===== config.mk =====
export PLATFORM = sky130hd
export DESIGN_NAME = main_cpu_board
export DESIGN_NICKNAME = d
export VERILOG_FILES = /design/src/hw/main_bus_pkg.sv /design/src/hw/main_addr_decoder.sv /design/src/hw/main_bus_ctrl.sv /design/src/hw/main_cpu_board.sv /design/src/hw/main_io_regs.sv /design/src/hw/main_irq_ctrl.sv
export SDC_FILE = /design/constraint.sdc
export NUM_CORES = 1
export LEC_CHECK = 0
export BUFFER_PORTS_ARGS = -buffer_cell sky130_fd_sc_hd__buf_4
export CELL_PAD_IN_SITES_DETAIL_PLACEMENT = 2
export CELL_PAD_IN_SITES_GLOBAL_PLACEMENT = 2
export CORE_ASPECT_RATIO = 1.1
export CORE_MARGIN = 1
export CORE_UTILIZATION = 28
export DETAILED_ROUTE_END_ITERATION = 7
export GPL_ROUTABILITY_DRIVEN = 0
export PLACE_DENSITY_LB_ADDON = 0.3
export REMOVE_ABC_BUFFERS = 1
export SLEW_MARGIN = 10
export SYNTH_ARGS = -nofsm -noshare
export SYNTH_HDL_FRONTEND = slang
export SYNTH_SLANG_ARGS = --single-unit
export TNS_END_PERCENT = 5

===== constraint.sdc =====
create_clock -name clk -period 3.25 [get_ports clk]
set_clock_uncertainty 0.2 [all_clocks]
set_input_delay 0.325 -clock clk [delete_from_list [all_inputs] [get_ports clk]]
set_output_delay 0.325 -clock clk [all_outputs]
set_load 0.03 [all_outputs]

===== src/hw/main_bus_pkg.sv =====
package main_bus_pkg;

    typedef logic [22:0] addr_t;  // cpu a[23:1]
    typedef logic [15:0] data_t;
    typedef logic [2:0]  ipl_t;   // active low, 7 is idle

    typedef enum logic [4:0] {
        tgt_none,
        tgt_rom,
        // display window 0x24xxxx
        tgt_fmode,
        tgt_fsft,
        tgt_fmap,
        tgt_bmode,
        tgt_bsft,
        tgt_bmap,
        tgt_nexrm0,
        // ram/io region
        tgt_pal0,
        tgt_pal1,
        tgt_sysram,
        tgt_mix,
        // 0x30c000 read ports
        tgt_cab0,
        tgt_cab1,
        tgt_dip,
        tgt_sec_rd,
        // 0x30c010 write registers
        tgt_prisel,
        tgt_snd,
        tgt_vint_clr
    } main_target_e;

    localparam int INT_LATENCY = 2;  // req sample to ack, internal targets

    localparam int VINT_LEVEL = 6;
    localparam int SEC_LEVEL  = 5;
    localparam int NEX_LEVEL  = 4;

endpackage


===== src/hw/main_addr_decoder.sv =====
`timescale 1ns/1ps

module main_addr_decoder #(
    parameter int ROM_BANKS = 6
) (
    input  main_bus_pkg::addr_t        addr,
    input  logic                       rnw,
    output main_bus_pkg::main_target_e target
);

    logic [1:0] region;    // cpu a[21:20]
    logic [2:0] vid_sel;   // cpu a[15:13]
    logic [2:0] ram_sel;   // cpu a[16:14]
    logic [2:0] reg_sel;   // cpu a[3:1]
    logic       io_group;  // 0x30c0xx

    assign region   = addr[20:19];
    assign vid_sel  = addr[14:12];
    assign ram_sel  = addr[15:13];
    assign reg_sel  = addr[2:0];
    assign io_group = addr[12:4] == 9'd0;

    always_comb begin
        target = main_bus_pkg::tgt_none;
        if (addr[22:21] == 2'b00) begin  // nothing above 0x3fffff
            case (region)
                2'd0: begin
                    // program rom, one bank per 64 KiB
                    if (rnw && int'(addr[18:15]) < ROM_BANKS)
                        target = main_bus_pkg::tgt_rom;
                end
                2'd2: begin
                    if (addr[18:15] == 4'h4) begin  // 0x24xxxx
                        case (vid_sel)
                            3'd0: target = main_bus_pkg::tgt_fmode;   // cfg regs
                            3'd1: target = main_bus_pkg::tgt_fsft;    // row/col scroll
                            3'd2: target = main_bus_pkg::tgt_fmap;
                            3'd3: target = main_bus_pkg::tgt_bmode;
                            3'd4: target = main_bus_pkg::tgt_bsft;
                            3'd5: target = main_bus_pkg::tgt_bmap;
                            3'd6: target = main_bus_pkg::tgt_nexrm0;  // second board
                            default: ;
                        endcase
                    end
                end
                2'd3: begin
                    if (addr[18:16] == 3'd0) begin  // 0x30xxxx to 0x31xxxx
                        case (ram_sel)
                            3'd3: begin
                                if (io_group && rnw && !addr[3]) begin
                                    case (reg_sel)
                                        3'd0: target = main_bus_pkg::tgt_cab0;
                                        3'd1: target = main_bus_pkg::tgt_cab1;
                                        3'd2: target = main_bus_pkg::tgt_dip;
                                        3'd4: target = main_bus_pkg::tgt_sec_rd;
                                        default: ;
                                    endcase
                                end else if (io_group && !rnw && addr[3]) begin
                                    case (reg_sel)
                                        3'd0: target = main_bus_pkg::tgt_prisel;
                                        3'd2: target = main_bus_pkg::tgt_snd;
                                        3'd4: target = main_bus_pkg::tgt_vint_clr;
                                        default: ;
                                    endcase
                                end
                            end
                            3'd4: target = main_bus_pkg::tgt_pal0;    // 0x310000
                            3'd5: target = main_bus_pkg::tgt_pal1;    // 0x314000
                            3'd6: target = main_bus_pkg::tgt_sysram;  // 0x318000
                            3'd7: target = main_bus_pkg::tgt_mix;     // 0x31c000
                            default: ;
                        endcase
                    end
                end
                default: ;  // eeprom slot is not fitted
            endcase
        end
    end

endmodule


===== src/hw/main_bus_ctrl.sv =====
`timescale 1ns/1ps

module main_bus_ctrl (
    input  logic                       clk,
    input  logic                       rst,
    // bus master
    input  logic                       req,
    input  main_bus_pkg::addr_t        addr,
    input  logic                       rnw,
    input  main_bus_pkg::data_t        wdata,
    output logic                       ack,
    output main_bus_pkg::data_t        rdata,
    // decoder
    output main_bus_pkg::addr_t        dec_addr,
    output logic                       dec_rnw,
    input  main_bus_pkg::main_target_e target,
    // external chip selects
    output logic                       fmode_cs,
    output logic                       fsft_cs,
    output logic                       fmap_cs,
    output logic                       bmode_cs,
    output logic                       bsft_cs,
    output logic                       bmap_cs,
    output logic                       nexrm0_cs,
    output logic [1:0]                 pal_cs,
    output logic                       ram_cs,
    output logic                       vram_cs,
    input  main_bus_pkg::data_t        ram_data,
    input  logic                       ram_ok,
    // io registers
    input  main_bus_pkg::data_t        io_rdata,
    output logic                       vint_clr,
    output logic                       sec_clr,
    output logic                       prisel_we,
    output logic                       snd_we,
    output main_bus_pkg::data_t        io_wdata
);

    typedef enum logic [2:0] {
        st_idle,
        st_access,
        st_wait_mem,
        st_done,
        st_release
    } state_e;

    state_e     state;
    logic [1:0] lat_cnt;    // internal latency count
    logic       ext;        // target answers through ram_ok
    logic       mem_phase;  // chip select window
    logic       first;      // first cycle after req sampled
    logic       int_last;
    logic       ext_last;
    logic       start;

    assign ext = target inside {
        main_bus_pkg::tgt_rom,   main_bus_pkg::tgt_fmode, main_bus_pkg::tgt_fsft,
        main_bus_pkg::tgt_fmap,  main_bus_pkg::tgt_bmode, main_bus_pkg::tgt_bsft,
        main_bus_pkg::tgt_bmap,  main_bus_pkg::tgt_nexrm0, main_bus_pkg::tgt_pal0,
        main_bus_pkg::tgt_pal1,  main_bus_pkg::tgt_sysram, main_bus_pkg::tgt_mix
    };

    assign start     = (state == st_idle || state == st_release) && req;
    assign mem_phase = ext && (state == st_access || state == st_wait_mem);
    assign first     = state == st_access && lat_cnt == 2'd0;
    assign int_last  = state == st_access && !ext
                       && lat_cnt == 2'(main_bus_pkg::INT_LATENCY - 1);
    assign ext_last  = mem_phase && ram_ok;

    assign fmode_cs  = mem_phase && target == main_bus_pkg::tgt_fmode;
    assign fsft_cs   = mem_phase && target == main_bus_pkg::tgt_fsft;
    assign fmap_cs   = mem_phase && target == main_bus_pkg::tgt_fmap;
    assign bmode_cs  = mem_phase && target == main_bus_pkg::tgt_bmode;
    assign bsft_cs   = mem_phase && target == main_bus_pkg::tgt_bsft;
    assign bmap_cs   = mem_phase && target == main_bus_pkg::tgt_bmap;
    assign nexrm0_cs = mem_phase && target == main_bus_pkg::tgt_nexrm0;
    assign pal_cs[0] = mem_phase && target == main_bus_pkg::tgt_pal0;
    assign pal_cs[1] = mem_phase && target == main_bus_pkg::tgt_pal1;
    assign ram_cs    = mem_phase && (target == main_bus_pkg::tgt_sysram
                                     || target == main_bus_pkg::tgt_rom);
    assign vram_cs   = mem_phase && target == main_bus_pkg::tgt_mix;

    // one pulse per bus cycle
    assign vint_clr  = first && target == main_bus_pkg::tgt_vint_clr;
    assign sec_clr   = first && target == main_bus_pkg::tgt_sec_rd;  // read clears
    assign prisel_we = first && target == main_bus_pkg::tgt_prisel;
    assign snd_we    = first && target == main_bus_pkg::tgt_snd;

    assign ack = state == st_done;

    always_ff @(posedge clk or posedge rst) begin
        if (rst) begin
            state   <= st_idle;
            lat_cnt <= 2'd0;
        end else begin
            case (state)
                st_idle, st_release: begin
                    lat_cnt <= 2'd0;
                    state   <= req ? st_access : st_idle;
                end
                st_access, st_wait_mem: begin
                    if (ext_last || int_last)
                        state <= st_done;
                    else if (ext)
                        state <= st_wait_mem;  // no limit on memory wait
                    else
                        lat_cnt <= lat_cnt + 2'd1;
                end
                st_done: begin
                    if (!req)
                        state <= st_release;
                end
                default: state <= st_idle;
            endcase
        end
    end

    always_ff @(posedge clk) begin
        if (start) begin
            dec_addr <= addr;
            dec_rnw  <= rnw;
            io_wdata <= wdata;
        end
        if (ext_last)
            rdata <= ram_data;
        else if (int_last)
            rdata <= target == main_bus_pkg::tgt_none ? '1 : io_rdata;
    end

endmodule


===== src/hw/main_cpu_board.sv =====
`timescale 1ns/1ps

module main_cpu_board #(
    parameter int ROM_BANKS = 6
) (
    input  logic                clk,
    input  logic                rst,
    // bus master port
    input  logic                req,
    input  main_bus_pkg::addr_t addr,
    input  logic                rnw,
    input  main_bus_pkg::data_t wdata,
    output logic                ack,
    output main_bus_pkg::data_t rdata,
    // external memories and video chips
    output logic                fmode_cs,
    output logic                fsft_cs,
    output logic                fmap_cs,
    output logic                bmode_cs,
    output logic                bsft_cs,
    output logic                bmap_cs,
    output logic                nexrm0_cs,
    output logic [1:0]          pal_cs,
    output logic                ram_cs,
    output logic                vram_cs,
    input  main_bus_pkg::data_t ram_data,
    input  logic                ram_ok,
    // interrupts
    input  logic                lvbl,
    input  logic                sec2,
    input  logic                nex_irq,
    output main_bus_pkg::ipl_t  ipl,
    // cabinet
    input  logic [7:0]          joystick1,
    input  logic [7:0]          joystick2,
    input  logic [1:0]          start_button,
    input  logic [1:0]          coin_input,
    input  logic                service,
    input  logic [7:0]          dipsw_a,
    input  logic [7:0]          dipsw_b,
    // board registers
    output logic [2:0]          prisel,
    output logic [7:0]          snd_latch,
    output logic                snd_irq
);

    main_bus_pkg::addr_t        dec_addr;
    logic                       dec_rnw;
    main_bus_pkg::main_target_e target;
    main_bus_pkg::data_t        io_rdata;
    main_bus_pkg::data_t        io_wdata;
    logic                       vint_clr;
    logic                       sec_clr;
    logic                       prisel_we;
    logic                       snd_we;
    logic                       lvbl_q;

    main_addr_decoder #(
        .ROM_BANKS (ROM_BANKS)
    ) u_decoder (
        .addr   (dec_addr),
        .rnw    (dec_rnw),
        .target (target)
    );

    main_bus_ctrl u_bus (
        .clk       (clk),
        .rst       (rst),
        .req       (req),
        .addr      (addr),
        .rnw       (rnw),
        .wdata     (wdata),
        .ack       (ack),
        .rdata     (rdata),
        .dec_addr  (dec_addr),
        .dec_rnw   (dec_rnw),
        .target    (target),
        .fmode_cs  (fmode_cs),
        .fsft_cs   (fsft_cs),
        .fmap_cs   (fmap_cs),
        .bmode_cs  (bmode_cs),
        .bsft_cs   (bsft_cs),
        .bmap_cs   (bmap_cs),
        .nexrm0_cs (nexrm0_cs),
        .pal_cs    (pal_cs),
        .ram_cs    (ram_cs),
        .vram_cs   (vram_cs),
        .ram_data  (ram_data),
        .ram_ok    (ram_ok),
        .io_rdata  (io_rdata),
        .vint_clr  (vint_clr),
        .sec_clr   (sec_clr),
        .prisel_we (prisel_we),
        .snd_we    (snd_we),
        .io_wdata  (io_wdata)
    );

    main_irq_ctrl u_irq (
        .clk      (clk),
        .rst      (rst),
        .lvbl     (lvbl),
        .sec2     (sec2),
        .nex_irq  (nex_irq),
        .vint_clr (vint_clr),
        .sec_clr  (sec_clr),
        .ipl      (ipl),
        .lvbl_q   (lvbl_q)
    );

    main_io_regs u_io (
        .clk          (clk),
        .rst          (rst),
        .target       (target),
        .joystick1    (joystick1),
        .joystick2    (joystick2),
        .start_button (start_button),
        .coin_input   (coin_input),
        .service      (service),
        .dipsw_a      (dipsw_a),
        .dipsw_b      (dipsw_b),
        .lvbl_q       (lvbl_q),
        .io_wdata     (io_wdata),
        .prisel_we    (prisel_we),
        .snd_we       (snd_we),
        .io_rdata     (io_rdata),
        .prisel       (prisel),
        .snd_latch    (snd_latch),
        .snd_irq      (snd_irq)
    );

endmodule


===== src/hw/main_io_regs.sv =====
`timescale 1ns/1ps

module main_io_regs (
    input  logic                       clk,
    input  logic                       rst,
    input  main_bus_pkg::main_target_e target,
    // cabinet
    input  logic [7:0]                 joystick1,
    input  logic [7:0]                 joystick2,
    input  logic [1:0]                 start_button,
    input  logic [1:0]                 coin_input,
    input  logic                       service,
    input  logic [7:0]                 dipsw_a,
    input  logic [7:0]                 dipsw_b,
    input  logic                       lvbl_q,
    // bus side
    input  main_bus_pkg::data_t        io_wdata,
    input  logic                       prisel_we,
    input  logic                       snd_we,
    output main_bus_pkg::data_t        io_rdata,
    // board registers
    output logic [2:0]                 prisel,
    output logic [7:0]                 snd_latch,
    output logic                       snd_irq
);

    // read mux, valid one cycle after target settles
    always_ff @(posedge clk) begin
        case (target)
            main_bus_pkg::tgt_cab0:
                io_rdata <= {joystick2, joystick1};
            main_bus_pkg::tgt_cab1:
                io_rdata <= {8'hff, ~lvbl_q, service, coin_input, start_button, 2'b11};
            main_bus_pkg::tgt_dip:
                io_rdata <= {dipsw_b, dipsw_a};
            default:
                io_rdata <= '1;  // security chip reads back ones
        endcase
    end

    always_ff @(posedge clk or posedge rst) begin
        if (rst) begin
            prisel    <= 3'd0;
            snd_latch <= 8'd0;
            snd_irq   <= 1'b0;
        end else begin
            if (prisel_we)
                prisel <= io_wdata[2:0];  // layer priority
            if (snd_we) begin
                snd_latch <= io_wdata[7:0];
                snd_irq   <= ~snd_irq;    // sound cpu sees a toggle
            end
        end
    end

endmodule


===== src/hw/main_irq_ctrl.sv =====
`timescale 1ns/1ps

module main_irq_ctrl (
    input  logic               clk,
    input  logic               rst,
    input  logic               lvbl,
    input  logic               sec2,
    input  logic               nex_irq,   // level from second board
    input  logic               vint_clr,
    input  logic               sec_clr,
    output main_bus_pkg::ipl_t ipl,
    output logic               lvbl_q
);

    logic sec2_q;
    logic vint_pend;
    logic sec_pend;

    always_ff @(posedge clk or posedge rst) begin
        if (rst) begin
            lvbl_q    <= 1'b0;
            sec2_q    <= 1'b1;  // no false rising edge after reset
            vint_pend <= 1'b0;
            sec_pend  <= 1'b0;
        end else begin
            lvbl_q <= lvbl;
            sec2_q <= sec2;

            if (vint_clr)
                vint_pend <= 1'b0;
            else if (lvbl_q && !lvbl)  // start of vertical blank
                vint_pend <= 1'b1;

            if (sec_clr)
                sec_pend <= 1'b0;
            else if (!sec2_q && sec2)
                sec_pend <= 1'b1;
        end
    end

    always_comb begin
        if (vint_pend)
            ipl = main_bus_pkg::ipl_t'(main_bus_pkg::VINT_LEVEL);
        else if (sec_pend)
            ipl = main_bus_pkg::ipl_t'(main_bus_pkg::SEC_LEVEL);
        else if (nex_irq)
            ipl = main_bus_pkg::ipl_t'(main_bus_pkg::NEX_LEVEL);
        else
            ipl = '1;
    end

endmodule


After elaboration in Yosys (flattened, before gate mapping)
Cells that the tools add are included.
- $add $sub $neg: 1
- $lt $le $gt $ge: 1
- equal/unequal tests: 45
- mux-type cells: 30
- bitwise operators: 2
- reduce and logical (&&, ||, !) cells: 55
- operator list (kind ; number):
    16-bit two-way mux ; 3
    16-bit one-hot mux with 3 select lines ; 1
    5-bit by 4-bit == test with 1-bit output, second input constant ; 8
    5-bit one-hot mux with 3 select lines ; 2
    1-bit logical AND ; 28
    4-bit one-hot mux with 7 select lines ; 1
    3-bit == test, second input constant ; 9
    5-bit two-way mux ; 5
    5-bit one-hot mux with 5 select lines ; 1
    5-bit by 3-bit == test with 1-bit output, second input constant ; 4
    5-bit == test, second input constant ; 4
    5-bit one-hot mux with 4 select lines ; 1
    3-bit by 2-bit == test with 1-bit output, second input constant ; 6
    3-bit two-way mux ; 5
    3-bit logical NOT ; 4
    12-bit nonzero test ; 1
    5-bit by 2-bit == test with 1-bit output, second input constant ; 2
    3-bit by 1-bit == test with 1-bit output, second input constant ; 3
    9-bit logical NOT ; 1
    3-bit one-hot mux with 3 select lines ; 1
    2-bit nonzero test ; 4
    2-bit logical NOT ; 3
    1-bit two-way mux ; 6
    2-bit two-way mux ; 3
    other kinds (16) ; 28
- flip-flop bits (word level): 85
- input bits: 100
- output and inout bits: 43
- logic and storage cells: 148

Logic depth before layout (Yosys ltp)
- depth in word-level cells: 17
- mapped depth: 9
- gate-level depth less buffers: 7

Cells and area by module
Synthesis repeated with hierarchy kept, for this count alone.
- cells, all modules: 339
- area total of the unflattened synthesis: 4249.1 um2
- by module, submodules not included (module ; instances ; cells each ; area each (um2) ; seq. area each (um2)):
    main_bus_ctrl ; 1 ; 180 ; 2553.7 ; 1806.7
    main_io_regs ; 1 ; 90 ; 1136.1 ; 620.6
    main_addr_decoder ; 1 ; 54 ; 380.4 ; 0.0
    main_irq_ctrl ; 1 ; 15 ; 178.9 ; 101.3

Least setup slack after synthesis
OpenSTA, ideal clock, no wires.
- path kind: reg2out
- start point: register u_bus.dec_addr[8]
- end point: output port fmode_cs
- arrival: 2.986 ns
- data required time: 2.725 ns
- slack: -0.261 ns
- stages on the path, launching flop included: 9
- cell sequence: edfxtp_1 nor4_2 and4_1 mux2_2 o2bb2ai_4 o21a_4 nor2_1 buf_2 nor4_1
- word-level cells in the longest chain between the ends: 13
- ends and longest elaborated chain (what ; line ; text):
    start: declaration ; main_bus_ctrl.sv:14 ; output main_bus_pkg::addr_t dec_addr,
    start signal: assignment ; main_bus_ctrl.sv:120 ; dec_addr <= addr;
    9-bit logical NOT (*) ; main_addr_decoder.sv:21 ; assign io_group = addr[12:4] == 9'd0;
    1-bit logical AND (2 in series) ; main_addr_decoder.sv:58 ; end else if (io_group && !rnw && addr[3]) begin
    5-bit two-way mux ; main_addr_decoder.sv:58 ;
    5-bit two-way mux (*) ; main_addr_decoder.sv:50 ; if (io_group && rnw && !addr[3]) begin
    5-bit one-hot mux with 5 select lines (*) ; main_addr_decoder.sv:48 ; case (ram_sel)
    5-bit two-way mux (*) ; main_addr_decoder.sv:47 ; if (addr[18:16] == 3'd0) begin
    5-bit one-hot mux with 3 select lines (*) ; main_addr_decoder.sv:26 ; case (region)
    5-bit two-way mux (*) ; main_addr_decoder.sv:25 ; if (addr[22:21] == 2'b00) begin
    5-bit by 1-bit == test with 1-bit output, or another cell as far along ; main_bus_ctrl.sv:56 ; assign ext = target inside {
    12-bit nonzero test ; main_bus_ctrl.sv:56 ;
    1-bit logical AND ; main_bus_ctrl.sv:64 ; assign mem_phase = ext && (state == st_access || state == st_wait_mem);
    1-bit logical AND (*) ; main_bus_ctrl.sv:70 ; assign fmode_cs = mem_phase && target == main_bus_pkg::tgt_fmode;
    end: declaration ; main_cpu_board.sv:16 ; output logic fmode_cs,
Every way passes the cells marked *; elsewhere a longest branch is shown, timed or not.

Worst setup path in the final report
- start point: register u_bus.dec_addr[16]
- end point: output port fsft_cs
- word-level cells in the longest chain between the ends: 9
- ends and longest elaborated chain (what ; line ; text):
    4-bit by 3-bit less-than comparator with 1-bit output ; main_addr_decoder.sv:29 ; if (rnw && int'(addr[18:15]) < ROM_BANKS)
    1-bit logical AND ; main_addr_decoder.sv:29 ;
    1-bit two-way mux ; main_addr_decoder.sv:29 ;
    5-bit one-hot mux with 3 select lines (*) ; main_addr_decoder.sv:26 ;
    5-bit two-way mux (*) ; main_addr_decoder.sv:25 ;
    5-bit by 1-bit == test with 1-bit output, or another cell as far along ; main_bus_ctrl.sv:56 ;
    12-bit nonzero test ; main_bus_ctrl.sv:56 ;
    1-bit logical AND ; main_bus_ctrl.sv:64 ;
    1-bit logical AND (*) ; main_bus_ctrl.sv:71 ; assign fsft_cs = mem_phase && target == main_bus_pkg::tgt_fsft;
    end: declaration ; main_cpu_board.sv:17 ; output logic fsft_cs,
Marks and branches as above.

==> out/metrics.cfg <==
[outcome]
status = finished with violations
violations = negative setup slack

[worst_setup_path]
crit_cells = 9
cp_max_fo = 7
slowest_delay_ns = 0.47
cp_cell_sequence = or3b_4 > or3_4 > a21oi_4 > a32o_2 > o21a_4 > nor2_4 > nor4_4 > buf_4 > buf_6
worstPathArrival_ns = 2.82
crit_family = simple AND/OR/NAND/NOR gates
reg2regPathDepth = 8
crit_path_end_kind = output port
cp_data_required_time_ns = 2.72
cpMaxStageDelayCell = or3b_4
worst-path-buf-inv = 2
start_kind = flop
criticalPathCategory = reg -> out

[min_path]
hold_path_depth = 2
hp-class = in -> reg

[power]
seq_power_share = 0.426
peakVddDrop_uv = 273.5
p_sw_mw = 1.082
finalPower_mw = 3.276
clkPwrFrac = 0.298
power_density_mw_per_mm2 = 504.9
internal-power_mw = 2.193
swShare = 0.3305
p_leak_nw = 2.692
p_comb_frac = 0.276

[place]
io_buffers = 133
postPlaceCellArea_mm2 = 0.005420
hpwl_um = 9623

[global_routing]
grt_max_degree = 34
grt.overflow.total = 0
grt_pass1_wl_um = 21670
antenna_found_initial = 0
grt_usage = 0.1933
grt_pass1_vias = 4179

[clock_network]
clk_path_buf_depth = 2
clkTransAtPathRegs_ns = 0.06
numCtsBuffers = 9
cts_tree = built
cts_sinks = 85
insertion_delay_ns = 0.34
cts.htree.levels = 3
clock-root-buffer = clkbuf_16

[detailed_routing]
routedWlPerCell_um = 18.38
drt_pass1_iterations = 4
postRouteAntennaNets = 0
drc = 0
vias_per_cell = 4.862
dr.first_iter.drc_count = 147
routed_wl_um = 13880
num_vias = 3671

[layout]
design_area_mm2 = 0.006487
fill_cells = 1404
areaGrowthSynthToFinish_pct = 61.33
nets = 664
antenna_cells = 0
drive_gt1_frac = 0.4233

[timing]
holdWs_ns = 0.01218
worst_pin_slew_ns = 1.151
timing.slew.headroom = 0.2282
slew_viol_final = 0
setup_violations = 6
layout_min_cycle_time_ns = 3.344
post-route-period-util = 1.029
rsz0062_at_grt = true
hold_violations = 0
fmax_mhz = 299.1
fin_ws_ns = -0.09377

[yosys]
ys_seq_elements = 85
avgSynthCellArea_um2 = 11.62
synth-seq-area-share = 0.5691
syn_area_mm2 = 0.004021
synth_area_leaders = edfxtp_1 36%, dfrtp_1 12%, dfxtp_1 8.0%, mux2i_1 4.2%, mux2_2 3.6%
ys_types = 63
yosysTopAreaCell = edfxtp_1
async_reset_ff_frac = 0.2471
yosys_warnings = 0
synth_cells = 346
synth_edf_count = 48
ys.flop_type = edfxtp_1
synth_top_cell_area_share = 0.3584

[floorplanning]
die_y_um = 127.7
die_w_um = 116.3
rows = 45
start_util = 0.2892
coreArea_mm2 = 0.01391
ios = 143
die_area_mm2 = 0.01485

[run]
cap_violations = 0

## routing by layer
metal / up-vias / GRT usage / share of wire
li1: 1719 / - / -
met1: 1809 / 0.2117 / 0.40
met2: 124 / 0.3543 / 0.52
met3: 19 / 0.04161 / 0.062
met4: 0 / 0.08220 / 0.020
met5: - / 0 / 0
## what timing repair did
item | CTS | global route
setup endpoints to repair | 27 | 27
buffers inserted | 3 | 1
gates resized for setup | 35 | 10
cloned | 1 | 0
pin swaps | 14 | 10
hold endpoints to repair | 58 | 0
hold buffers | 53 | 0
## cell families after synthesis
family,Yosys count,share of synthesized area
mux,30,0.07872
flops,85,0.5691
fa+ha+maj,2,0.006222
compound gates,76,0.1369
simple gates,104,0.1537
xor+xnor,4,0.008713
other cells,1,0.0009325
buf+inv,44,0.04574
## per-stage QoR
step | setup slack, ns | utilization | instances | setup TNS [ns]
finish | -0.09377 | 0.4665 | 755 | -0.3168
global route | -0.1854 | 0.4665 | 755 | -2.379
CTS | -0.07714 | 0.4630 | 754 | -0.5257
detailed placement | -0.1608 | 0.3897 | 681 | -0.9806
global placement | -0.09485 | 0.3897 | 681 | -0.1017
floorplan | -0.2413 | - | 332 | -3.815
## cell usage after synthesis, types with 3 or more instances
library cell	instances
nor4_1	11
mux2_2	13
or3_1	3
o22a_1	9
nor3_1	9
a21oi_1	29
o21ai_0	12
or2_2	3
edfxtp_1	48
inv_1	30
dfxtp_1	16
buf_2	6
mux2i_1	17
clkbuf_1	6
nand3_1	4
dfrtp_1	20
and3_1	3
nor3b_1	3
nor2_1	16
nand4b_1	4
nand2_1	21
nand4_1	9
o211ai_1	3
## cell usage in the layout, fill, tap and decap left out, types with 4 or more instances in the layout
cell type / n
buf_4: 156
dlygate4sd3_1: 53
edfxtp_1: 48
inv_1: 28
a21oi_1: 28
nand2_1: 20
dfrtp_1: 20
mux2i_1: 17
dfxtp_1: 16
nor2_1: 15
o21ai_0: 11
mux2_2: 11
nand4_1: 9
o22a_1: 9
clkbuf_16: 9
nor4_2: 8
buf_6: 8
nor3_1: 7
nand4b_1: 4
## power groups by stage
stage | Combinational [mW] | Clock [mW] | Sequential, mW
global placement | 0.728 | 0 | 1.40
floorplan | 0.434 | 0 | 1.40
CTS | 0.877 | 1.02 | 1.40
finish | 0.905 | 0.976 | 1.39
global route | 0.987 | 1.06 | 1.41
detailed placement | 0.763 | 0 | 1.42
## sequential cells by signal, summed over array words and instances, names as in the netlist
signal           count
u_irq.vint_pend      1
u_bus.dec_rnw        1
u_io.snd_latch       8
u_bus.io_wdata       8
u_irq.sec2_q         1
u_irq.sec_pend       1
u_bus.dec_addr      23
u_bus.lat_cnt        2
u_bus.state          3
u_bus.rdata         16
u_irq.lvbl_q         1
u_io.io_rdata       16
u_io.prisel          3
u_io.snd_irq         1
## cell type report
type                            instances  area, um^2  area share
Inverter                               30       112.6     0.01736
Clock inverter                          7       55.05    0.008486
Timing Repair Buffer                  218        1812      0.2793
Sequential cell                        85        2288      0.3527
Tap cell                              188       235.2     0.03626
Multi-Input combinational cell        218        1759      0.2712
Clock buffer                            9       225.2     0.03472
## final timing paths
| check | from | to | slack (ns) |
|---|---|---|---|
| min in group asynchronous | rst | u_io.snd_latch[3]$_DFFE_PP0P_ | 0.53 |
| max in group asynchronous | rst | u_irq.sec_pend$_DFFE_PP0P_ | 1.77 |
| max reg2reg | u_bus.dec_addr[8]$_DFFE_PP_ | u_bus.rdata[0]$_DFFE_PP_ | 0 |
| min | joystick2[2] | u_io.io_rdata[10]$_DFF_P_ | 0.01 |
| min reg2reg | u_io.snd_irq$_DFFE_PP0P_ | u_io.snd_irq$_DFFE_PP0P_ | 0.28 |
| max | u_bus.dec_addr[16]$_DFFE_PP_ | fsft_cs | -0.09 |
Note: power is estimated with default switching activity, not from simulation.
